$ cat src/rtl/lvda_pkg.sv
package lvda_pkg;

    // ***********************************************************
    // Widths and counts
    // ***********************************************************
    localparam int DATA_W     = 26;  // Data field and buffer bus.
    localparam int DISC_W     = 24;
    localparam int GROUP_W    = 8;
    localparam int NUM_GROUPS = 3;   // Valid discrete groups.
    localparam int GSEL_W     = 2;
    localparam int OP_W       = 3;
    localparam int INTR_W     = 7;

    // Transient filter.
    localparam int FILTER_LEN   = 3;
    localparam int FILTER_CNT_W = $clog2(FILTER_LEN + 1);

    // Everything enabled out of reset.
    localparam logic [INTR_W-1:0] MASK_RESET = '1;

    // ***********************************************************
    // Encodings
    // ***********************************************************
    // Codes 4 to 7 are rejected by the decoder.
    typedef enum logic [OP_W-1:0] {
        OP_READ_DISC = 3'd0,
        OP_READ_INTR = 3'd1,
        OP_SET_MASK  = 3'd2,
        OP_LOAD_BUF  = 3'd3
    } opcode_e;

    typedef enum logic {
        ST_OK  = 1'b0,
        ST_ERR = 1'b1
    } status_e;

    // Command word from the guidance computer.
    typedef struct packed {
        opcode_e             op;
        logic [GSEL_W-1:0]   group;
        logic [DATA_W-1:0]   data;
    } lvda_cmd_t;

    typedef struct packed {
        status_e             status;
        logic [DATA_W-1:0]   data;
    } lvda_rsp_t;

    // Decoder to execution stage.
    typedef struct packed {
        logic                valid;
        lvda_cmd_t           cmd;
        logic                err;    // Bad opcode or group.
    } exec_cmd_t;

endpackage

$ cat src/rtl/command_decode.sv
module command_decode (
    input  logic                sim_clk,
    input  logic                rst,
    input  logic                cmd_valid,
    input  lvda_pkg::lvda_cmd_t cmd,
    output lvda_pkg::exec_cmd_t dec
);
    import lvda_pkg::*;

    logic op_ok;
    logic group_ok;
    logic cmd_err;

    // ***********************************************************
    // Command checks
    // ***********************************************************
    always_comb begin
        op_ok = cmd.op inside {OP_READ_DISC, OP_READ_INTR, OP_SET_MASK, OP_LOAD_BUF};

        // Group only matters for discrete reads.
        if (cmd.op == OP_READ_DISC) begin
            group_ok = (int'(cmd.group) < NUM_GROUPS);
        end else begin
            group_ok = 1'b1;
        end

        cmd_err = !op_ok || !group_ok;
    end

    // ***********************************************************
    // Decode register
    // ***********************************************************
    always_ff @(posedge sim_clk) begin
        if (rst) begin
            dec.valid <= 1'b0;
        end else begin
            dec.valid <= cmd_valid;
            if (cmd_valid) begin
                dec.cmd <= cmd;
                dec.err <= cmd_err;
            end
        end
    end

    // Execution relies on this to treat its case default as unreachable.
    a_dec_op_legal: assert property (
        @(posedge sim_clk) disable iff (rst)
        (dec.valid && !dec.err)
            |-> (dec.cmd.op inside {OP_READ_DISC, OP_READ_INTR, OP_SET_MASK, OP_LOAD_BUF})
    ) else $error("decoded command passed with an illegal opcode");

endmodule

$ cat src/rtl/command_exec.sv
module command_exec (
    input  logic                        sim_clk,
    input  logic                        rst,
    input  lvda_pkg::exec_cmd_t         dec,
    input  logic [lvda_pkg::DISC_W-1:0] disc,
    input  logic [lvda_pkg::INTR_W-1:0] intr_level,
    output logic                        result_valid,
    output lvda_pkg::lvda_rsp_t         result,
    output logic                        buf_we,
    output logic                        intc
);
    import lvda_pkg::*;

    logic               do_cmd;
    logic               clear_en;
    logic               mask_we;
    logic [INTR_W-1:0]  clear_bits;
    logic [INTR_W-1:0]  mask_data;
    logic [INTR_W-1:0]  pending_masked;
    logic [GROUP_W-1:0] group_bits;
    lvda_rsp_t          rsp_next;

    assign do_cmd     = dec.valid && !dec.err;
    assign clear_en   = do_cmd && (dec.cmd.op == OP_READ_INTR);
    assign clear_bits = pending_masked;    // Exactly what is reported.
    assign mask_we    = do_cmd && (dec.cmd.op == OP_SET_MASK);
    assign mask_data  = dec.cmd.data[INTR_W-1:0];

    interrupt_register interrupt_register0 (
        .sim_clk        (sim_clk),
        .rst            (rst),
        .intr_level     (intr_level),
        .clear_en       (clear_en),
        .clear_bits     (clear_bits),
        .mask_we        (mask_we),
        .mask_data      (mask_data),
        .pending_masked (pending_masked),
        .intc           (intc)
    );

    // ***********************************************************
    // Response data
    // ***********************************************************
    always_comb begin
        case (dec.cmd.group)
            2'd0:    group_bits = disc[0*GROUP_W +: GROUP_W];
            2'd1:    group_bits = disc[1*GROUP_W +: GROUP_W];
            2'd2:    group_bits = disc[2*GROUP_W +: GROUP_W];
            default: group_bits = '0;
        endcase

        rsp_next.status = ST_OK;
        rsp_next.data   = '0;
        if (dec.err) begin
            rsp_next.status = ST_ERR;   // Data stays zero.
        end else begin
            case (dec.cmd.op)
                OP_READ_DISC: rsp_next.data = DATA_W'(group_bits);
                OP_READ_INTR: rsp_next.data = DATA_W'(pending_masked);
                OP_SET_MASK:  rsp_next.data = DATA_W'(mask_data);
                OP_LOAD_BUF:  rsp_next.data = dec.cmd.data;
                default:      rsp_next.status = ST_ERR;
            endcase
        end
    end

    always_ff @(posedge sim_clk) begin
        if (rst) begin
            result_valid <= 1'b0;
            buf_we       <= 1'b0;
        end else begin
            result_valid <= dec.valid;
            buf_we       <= do_cmd && (dec.cmd.op == OP_LOAD_BUF);
            if (dec.valid) begin
                result <= rsp_next;
            end
        end
    end

endmodule

$ cat src/rtl/discrete_filter.sv
module discrete_filter #(
    parameter int WIDTH = 8
) (
    input  logic             sim_clk,
    input  logic             rst,
    input  logic [WIDTH-1:0] raw,
    output logic [WIDTH-1:0] filtered
);
    import lvda_pkg::*;

    logic [WIDTH-1:0] sync_q1;
    logic [WIDTH-1:0] sync_q2;

    // ***********************************************************
    // Input synchronizer
    // ***********************************************************
    always_ff @(posedge sim_clk) begin
        if (rst) begin
            sync_q1 <= '0;
            sync_q2 <= '0;
        end else begin
            sync_q1 <= raw;      // Levels arrive asynchronously.
            sync_q2 <= sync_q1;
        end
    end

    // ***********************************************************
    // Per-bit transient filter
    // ***********************************************************
    for (genvar i = 0; i < WIDTH; i++) begin : g_bit
        logic [FILTER_CNT_W-1:0] cnt;
        logic                    flt;

        // A bit follows its input only after a full run of
        // disagreeing samples; any agreeing sample restarts the run.
        always_ff @(posedge sim_clk) begin
            if (rst) begin
                cnt <= '0;
                flt <= 1'b0;
            end else if (sync_q2[i] == flt) begin
                cnt <= '0;
            end else if (cnt == FILTER_CNT_W'(FILTER_LEN - 1)) begin
                cnt <= '0;
                flt <= sync_q2[i];   // Change accepted.
            end else begin
                cnt <= cnt + 1'b1;
            end
        end

        assign filtered[i] = flt;
    end

endmodule

$ cat src/rtl/interrupt_register.sv
module interrupt_register (
    input  logic                        sim_clk,
    input  logic                        rst,
    input  logic [lvda_pkg::INTR_W-1:0] intr_level,
    input  logic                        clear_en,
    input  logic [lvda_pkg::INTR_W-1:0] clear_bits,
    input  logic                        mask_we,
    input  logic [lvda_pkg::INTR_W-1:0] mask_data,
    output logic [lvda_pkg::INTR_W-1:0] pending_masked,
    output logic                        intc
);
    import lvda_pkg::*;

    logic [INTR_W-1:0] level_q;
    logic [INTR_W-1:0] rise;
    logic [INTR_W-1:0] pending;
    logic [INTR_W-1:0] mask;
    logic [INTR_W-1:0] clr;

    assign rise = intr_level & ~level_q;
    assign clr  = clear_en ? clear_bits : '0;

    // ***********************************************************
    // Pending and mask registers
    // ***********************************************************
    always_ff @(posedge sim_clk) begin
        if (rst) begin
            level_q <= '0;
            pending <= '0;
            mask    <= MASK_RESET;
        end else begin
            level_q <= intr_level;
            // New edges latch regardless of mask, and beat a clear.
            pending <= (pending & ~clr) | rise;
            if (mask_we) begin
                mask <= mask_data;
            end
        end
    end

    assign pending_masked = pending & mask;
    assign intc           = |pending_masked;

    a_intc_level: assert property (
        @(posedge sim_clk) disable iff (rst)
        intc == (pending_masked != '0)
    ) else $error("intc disagrees with the masked pending bits");

endmodule

$ cat src/rtl/lvda_top.sv
module lvda_top (
    input  logic                        sim_clk,
    input  logic                        rst,
    input  logic                        cmd_valid,
    input  lvda_pkg::lvda_cmd_t         cmd,
    input  logic [lvda_pkg::DISC_W-1:0] din,
    input  logic [lvda_pkg::INTR_W-1:0] intr,
    output logic                        rsp_valid,
    output lvda_pkg::lvda_rsp_t         rsp,
    output logic [lvda_pkg::DATA_W-1:0] brd,
    output logic                        intc
);
    import lvda_pkg::*;

    logic [DISC_W-1:0] disc;
    logic [INTR_W-1:0] intr_level;
    exec_cmd_t         dec;
    logic              result_valid;
    lvda_rsp_t         result;
    logic              buf_we;

    // ***********************************************************
    // Input side
    // ***********************************************************
    discrete_filter #(.WIDTH(DISC_W)) disc_filter0 (
        .sim_clk  (sim_clk),
        .rst      (rst),
        .raw      (din),
        .filtered (disc)
    );

    discrete_filter #(.WIDTH(INTR_W)) intr_filter0 (
        .sim_clk  (sim_clk),
        .rst      (rst),
        .raw      (intr),
        .filtered (intr_level)
    );

    command_decode command_decode0 (
        .sim_clk   (sim_clk),
        .rst       (rst),
        .cmd_valid (cmd_valid),
        .cmd       (cmd),
        .dec       (dec)
    );

    // Execution and interrupt register.
    command_exec command_exec0 (
        .sim_clk      (sim_clk),
        .rst          (rst),
        .dec          (dec),
        .disc         (disc),
        .intr_level   (intr_level),
        .result_valid (result_valid),
        .result       (result),
        .buf_we       (buf_we),
        .intc         (intc)
    );

    // ***********************************************************
    // Output side
    // ***********************************************************
    output_buffer output_buffer0 (
        .sim_clk      (sim_clk),
        .rst          (rst),
        .result_valid (result_valid),
        .result       (result),
        .buf_we       (buf_we),
        .rsp_valid    (rsp_valid),
        .rsp          (rsp),
        .brd          (brd)
    );

endmodule

$ cat src/rtl/output_buffer.sv
module output_buffer (
    input  logic                        sim_clk,
    input  logic                        rst,
    input  logic                        result_valid,
    input  lvda_pkg::lvda_rsp_t         result,
    input  logic                        buf_we,
    output logic                        rsp_valid,
    output lvda_pkg::lvda_rsp_t         rsp,
    output logic [lvda_pkg::DATA_W-1:0] brd
);
    import lvda_pkg::*;

    logic load_buf;

    assign load_buf = result_valid && buf_we;

    // ***********************************************************
    // Response register
    // ***********************************************************
    always_ff @(posedge sim_clk) begin
        if (rst) begin
            rsp_valid <= 1'b0;
        end else begin
            rsp_valid <= result_valid;
            if (result_valid) begin
                rsp <= result;
            end
        end
    end

    // ***********************************************************
    // Output buffer register
    // ***********************************************************
    // Loads on the same edge that issues the response.
    always_ff @(posedge sim_clk) begin
        if (rst) begin
            brd <= '0;
        end else if (load_buf) begin
            brd <= result.data;
        end
    end

    a_err_zero_data: assert property (
        @(posedge sim_clk) disable iff (rst)
        (rsp_valid && rsp.status == ST_ERR) |-> (rsp.data == '0)
    ) else $error("error response carries nonzero data");

endmodule

$ cat config.mk
export PLATFORM = sky130hd
export DESIGN_NAME = lvda_top
export DESIGN_NICKNAME = d
export VERILOG_FILES = /design/src/rtl/lvda_pkg.sv /design/src/rtl/command_decode.sv /design/src/rtl/command_exec.sv /design/src/rtl/discrete_filter.sv /design/src/rtl/interrupt_register.sv /design/src/rtl/lvda_top.sv /design/src/rtl/output_buffer.sv
export SDC_FILE = /design/constraint.sdc
export NUM_CORES = 1
export LEC_CHECK = 0
export ABC_CLOCK_PERIOD_IN_PS = 5000
export BUFFER_PORTS_ARGS = -buffer_cell sky130_fd_sc_hd__buf_2
export CAP_MARGIN = 25
export CORE_UTILIZATION = 45
export CTS_CLUSTER_SIZE = 12
export DETAILED_ROUTE_END_ITERATION = 8
export SETUP_SLACK_MARGIN = 0.2
export SLEW_MARGIN = 0
export SYNTH_ARGS = -nofsm -noshare
export SYNTH_HDL_FRONTEND = slang
export SYNTH_SLANG_ARGS = --single-unit
export TNS_END_PERCENT = 30
$ cat constraint.sdc
create_clock -name sim_clk -period 5 [get_ports sim_clk]
set_clock_uncertainty 0.05 [all_clocks]
set_input_delay 1 -clock sim_clk [delete_from_list [all_inputs] [get_ports sim_clk]]
set_output_delay 1 -clock sim_clk [all_outputs]
set_load 0.02 [all_outputs]
; Word-level counts from Yosys, hierarchy flattened
; Index checks and enable logic that the tools add are counted.
[word_totals]
register_bits = 292
inputBits = 65
out_inout_bits = 55
word_cells = 307
[op_classes]
n_addsub = 31
magnitude_cmp = 1
n_eq_ne = 70
mux = 5
n_bitwise = 38
n_reduce_logical = 80
[ops]
columns = op, n
row1 = $pmux 26 s4, 1
row2 = $reduce_or 3->1, 31
row3 = $reduce_and 2->1, 34
row4 = $eq 2x2->1 const B, 32
row5 = $add 2x1->2 const B, 31
row6 = $not 1->1, 32
row7 = $eq 1x1->1, 31
row8 = $pmux 8 s3, 1
row9 = $and 7x7->7, 3
row10 = $not 7->7, 2
row11 = $eq 3x2->1 const B, 4
row12 = $mux 7, 1
row13 = $or 7x7->7, 1
row14 = $reduce_or 7->1, 1
row15 = $eq 3x1->1 const B, 2
row16 = $logic_not 3->1, 2
row17 = $logic_and 1x1->1, 5
row18 = $reduce_bool 4->1, 1
row19 = $reduce_or 4->1, 1
row20 = $logic_not 1->1, 3
row21 = $eq 2x1->1 const B, 1
row22 = $logic_not 2->1, 1
row23 = $lt 2x2->1 const B, 1
row24 = $mux 1, 2
row25 = $logic_or 1x1->1, 1

; Logic depth before layout (Yosys ltp)
[depth]
depth_word = 7
mapped_depth = 5
mapped_depth_nobuf = 4

; Modules after synthesis
; A second synthesis with hierarchy kept.
[hier_totals]
cells_unflattened = 839
area_unflattened_um2 = 11377.2
[by_module_without_submodules]
columns = mod, n_inst, cells_per_inst, area_each_um2, seq_area_each_um2
row1 = discrete_filter (disc_filter0), 1, 373, 4853.4, 2402.3
row2 = output_buffer, 1, 149, 2084.5, 1351.3
row3 = command_exec, 1, 96, 1367.6, 850.8
row4 = discrete_filter (intr_filter0), 1, 108, 1261.2, 700.7
row5 = command_decode, 1, 37, 1006.0, 980.9
row6 = interrupt_register, 1, 76, 804.5, 420.4

; Worst setup path before layout
; OpenSTA, ideal clock, no wires.
[synth_path]
path_type = in2reg
startpoint = input rst
endpoint = register, netlist name command_decode0.dec[0]
setup_time_ps = 424
t_arrival_ps = 2834
required_time_ps = 4526
path_slack_ps = 1692
path_stages = 3
path_buffers = 2
cell_sequence = clkbuf_1 -> clkbuf_1 -> nor2b_1
[synth_between]
elab_chain_cells = 2
[synth_rtl]
columns = element, line
row1 = from (decl), lvda_top.sv:3  ; input logic rst,
row2 = $not 1->1 (no source line), --
row3 = $reduce_and 2->1 (no source line), --
; No other way between the ends.
; A chain may end at the register's enable or synchronous reset.

; Final worst setup path
[layout_path]
startpoint = register command_exec0.interrupt_register0.mask[2]
endpoint = output intc
[layout_between]
elab_chain_cells = 2
[layout_rtl]
columns = element, line
row1 = from (decl), interrupt_register.sv:17  ; logic [INTR_W-1:0] mask;
row2 = from (signal assigned), interrupt_register.sv:36  ; mask <= mask_data;
row3 = $and 7x7->7, interrupt_register.sv:41  ; assign pending_masked = pending & mask;
row4 = $reduce_or 7->1, interrupt_register.sv:42  ; assign intc = |pending_masked;
row5 = to (decl), lvda_top.sv:11  ; output logic intc
; No other way between the ends.

==> run_results.csv <==
group,metric,value,unit
finish,utilization,54.3,%
run_status,outcome,"finished clean",
drt,viasPerCell,4.74,
sta,rsz0062_at_grt,"no",
clock_tree,cts_setup_buffers,0,
place,hpwl,11900,um
sta,slew_headroom,35.7,%
sta,fmax,0.395,GHz
place,place_ws,2.20,ns
yosys,syn-num-nets,941,
global_routing,grt_pass1_wl,28400,um
clock_tree,post_cts_resize_count,0,
clock_tree,clock_sinks,292,
min_path,min_from,"disc_filter0.g_bit[16].cnt[0]$_SDFF_PP0_",
finish,nFillCells,1942,
drt,drc,0,
yosys,synthesis.area,10100,um2
clock_tree,max-clock-path-buffers,3,
yosys,ys_seq_area_share,66.4,%
drt,vias,6002,
global_routing,grt_pass1_vias,5744,
global_routing,grt_antenna_before_repair,0,
drt,detail-route-antenna-nets,0,
clock_tree,cts_tree,"built",
floorplanning,core.rowCount,54,
yosys,avgSynthCellArea,11.9,um2
pwr,powerDensity,399,nW/um2
sta,tightest_slew,0.964,ns
finish,nets,1062,
sta,drv_slew,0,
yosys,syn-instance-count,845,
yosys,synth.ff_latch_count,292,
min_path,worstHoldPathCells,1,
worst_setup_path,rr_startpoint,"command_decode0.dec[29]$_DFFE_PP_",
worst_setup_path,worstSetupEndpointType,"output pin",
drt,wl_per_cell,14.0,um
global_routing,overflow,0,
clock_tree,numCtsBuffers,30,
clock_tree,clock_latency,0.54,ns
drt,routed_wl,17800,um
job,cap_viol_max_count,0,
place,place.gp.congestion,0.761,
global_routing,grt_max_degree,80,
clock_tree,postCtsHoldBufs,0,
drt,drt_iter0_drc,301,
sta,setup_ws,2.47,ns
finish,final_layout_size_suffix_gt1_share,17.4,%
floorplanning,die_w,152,um
sta,period_share,50.6,%
clock_tree,root_buffer,"clkbuf_16",
min_path,hold_class,"flop to flop",
yosys,synth_warnings,0,
worst_setup_path,reg2reg_to,"command_exec0.interrupt_register0.pending[3]$_SDFF_PP0_",
floorplanning,start_util,46.1,%
pwr,finalPower,4.74,mW
pwr,peakVddDrop,0.000253,V
yosys,yosys.cell_types.count,29,
place,portBuffers,119,
clock_tree,clkSlewWorstSetupHoldPaths,0.06,ns
worst_setup_path,crit_fanout,3,
min_path,worstHoldEndpoint,"disc_filter0.g_bit[16].cnt[0]$_SDFF_PP0_",
global_routing,track_usage,15.7,%
worst_setup_path,arrival,1.48,ns
worst_setup_path,critPathKind,"flop to output pin",
yosys,synth_edf_count,86,
clock_tree,cts_htree_levels,1,
finish,antenna_cells,0,
pwr,p_leak,4.68,nW
yosys,ys.flop_type,"dfxtp_1",
floorplanning,ios,120,
floorplanning,dieArea,23000,um2
worst_setup_path,cp_data_required_time,3.95,ns
floorplanning,core_area,21900,um2
floorplanning,dieHeight,152,um
worst_setup_path,worstSetupStartpointType,"flop",
yosys,ys_async_sr_fraction,0,%
sta,hold_violations,0,
sta,finalSetupTns,0,ns
finish,area_delta_synth_final,17.8,%
worst_setup_path,ff2ff_setup_slack,2.89,ns
worst_setup_path,reg2regPathDepth,3,
sta,setup_viol,0,
drt,drt_pre_antenna_iters,5,
sta,post-route-min-period,2.53,ns
critical path, stage by stage, from the launching register on:
cell,delay (ns)
dfxtp_1,0.35
nand2_1,0.11
and3_1,0.18
nand4_1,0.12
buf_2,0.18
registers in the layout, indices dropped and copies added (netlist names):
name / count
intr_filter0.sync_q1: 7
command_exec0.interrupt_register0.level_q: 7
command_exec0.result_valid: 1
command_exec0.interrupt_register0.mask: 7
intr_filter0.g_bit.cnt: 14
disc_filter0.g_bit.cnt: 48
output_buffer0.rsp: 27
command_decode0.dec: 33
output_buffer0.brd: 26
disc_filter0.g_bit.flt: 24
intr_filter0.sync_q2: 7
disc_filter0.sync_q1: 24
command_exec0.result: 27
command_exec0.buf_we: 1
command_exec0.interrupt_register0.pending: 7
output_buffer0.rsp_valid: 1
disc_filter0.sync_q2: 24
intr_filter0.g_bit.flt: 7
through the flow:
step	area (um2)	instances	hold slack (ns)
after detailed placement	10900	1214	0.351
after global placement	10900	1214	0.350
after global routing	11900	1266	0.375
final	11900	1266	0.357
after floorplan	10100	845	0.341
after CTS	11900	1266	0.359
synth_stat cells, types with 27 or more instances:
master	number	area, um2
edfxtp_1	86	2580
or3_1	31	194
xnor2_1	31	272
clkbuf_1	30	113
mux2i_1	39	390
and3_1	27	169
nor2_1	94	353
dfxtp_1	206	4120
ha_1	31	388
inv_1	39	146
nand2_1	69	259
nor2b_1	77	482
logic make-up (layout without fill, tap and decap cells):
group / count (synthesis) / after routing / synth area share [%]
AOI/OAI and AO/OA: 65 / 65 / 4.59
xor gates and xnor gates: 31 / 31 / 2.69
adders and majority gates: 31 / 31 / 3.84
buffers and inverters: 75 / 216 / 2.94
DFF: 292 / 292 / 66.4
muxes: 39 / 39 / 3.87
and+or+nand+nor: 312 / 312 / 15.6
worst max-delay path by stage:
stage / start / to
after CTS: command_exec0.interrupt_register0.mask[2]$_SDFFE_PP1P_ / intc
after global placement: rst / output_buffer0.rsp[16]$_DFFE_PP_
after detailed placement: rst / output_buffer0.rsp[11]$_DFFE_PP_
final: command_exec0.interrupt_register0.mask[2]$_SDFFE_PP1P_ / intc
after global routing: command_exec0.interrupt_register0.mask[2]$_SDFFE_PP1P_ / intc
after floorplan: rst / command_decode0.dec[0]$_DFFE_PP_
cell usage in the layout (no fill, tap or decap), drive strengths merged, types with 2 or more instances in the layout:
| cell type | Yosys | final |
|---|---|---|
| inv | 39 | 39 |
| and2 | 2 | 2 |
| and3 | 27 | 27 |
| or3 | 31 | 31 |
| mux2i | 39 | 39 |
| xnor2 | 31 | 31 |
| or4b | 7 | 7 |
| a2bb2oi | 8 | 8 |
| nor2b | 77 | 77 |
| o22ai | 8 | 8 |
| a21oi | 26 | 26 |
| a211o | 7 | 7 |
| clkbuf | 30 | 49 |
| buf | 6 | 125 |
| ha | 31 | 31 |
| a32o | 7 | 7 |
| edfxtp | 86 | 86 |
| nor2 | 94 | 94 |
| o31a | 7 | 7 |
| dfxtp | 206 | 206 |
| nand2 | 69 | 69 |
| clkinv | 0 | 3 |
power by group:
part / total, mW / leakage [nW] / internal [mW] / switching (mW)
clock network: 2.08 / 0.463 / 1.24 / 0.839
registers: 2.52 / 2.56 / 2.49 / 0.0330
logic: 0.136 / 1.66 / 0.0626 / 0.0731
total: 4.74 / 4.68 / 3.80 / 0.945
layer usage:
layer | global-route usage, % | vias to the layer above | part of all wire [%]
li1 | - | 3083 | -
met1 | 21.6 | 2757 | 47
met2 | 25.4 | 130 | 45
met3 | 2.66 | 32 | 5.3
met4 | 4.75 | 0 | 2.3
met5 | 0 | - | 0
area by class of cell:
| type | instances | area (um2) | share of cell area [%] |
|---|---|---|---|
| repair buffers | 125 | 643 | 5.41 |
| inverters | 39 | 146 | 1.23 |
| multi-input cells | 478 | 3100 | 26.1 |
| flip-flops and latches | 292 | 6710 | 56.4 |
| clock inverters | 3 | 15.0 | 0.126 |
| clock buffers | 49 | 923 | 7.77 |
| well taps | 280 | 350 | 2.95 |
Power figures use the tool's default switching activity.
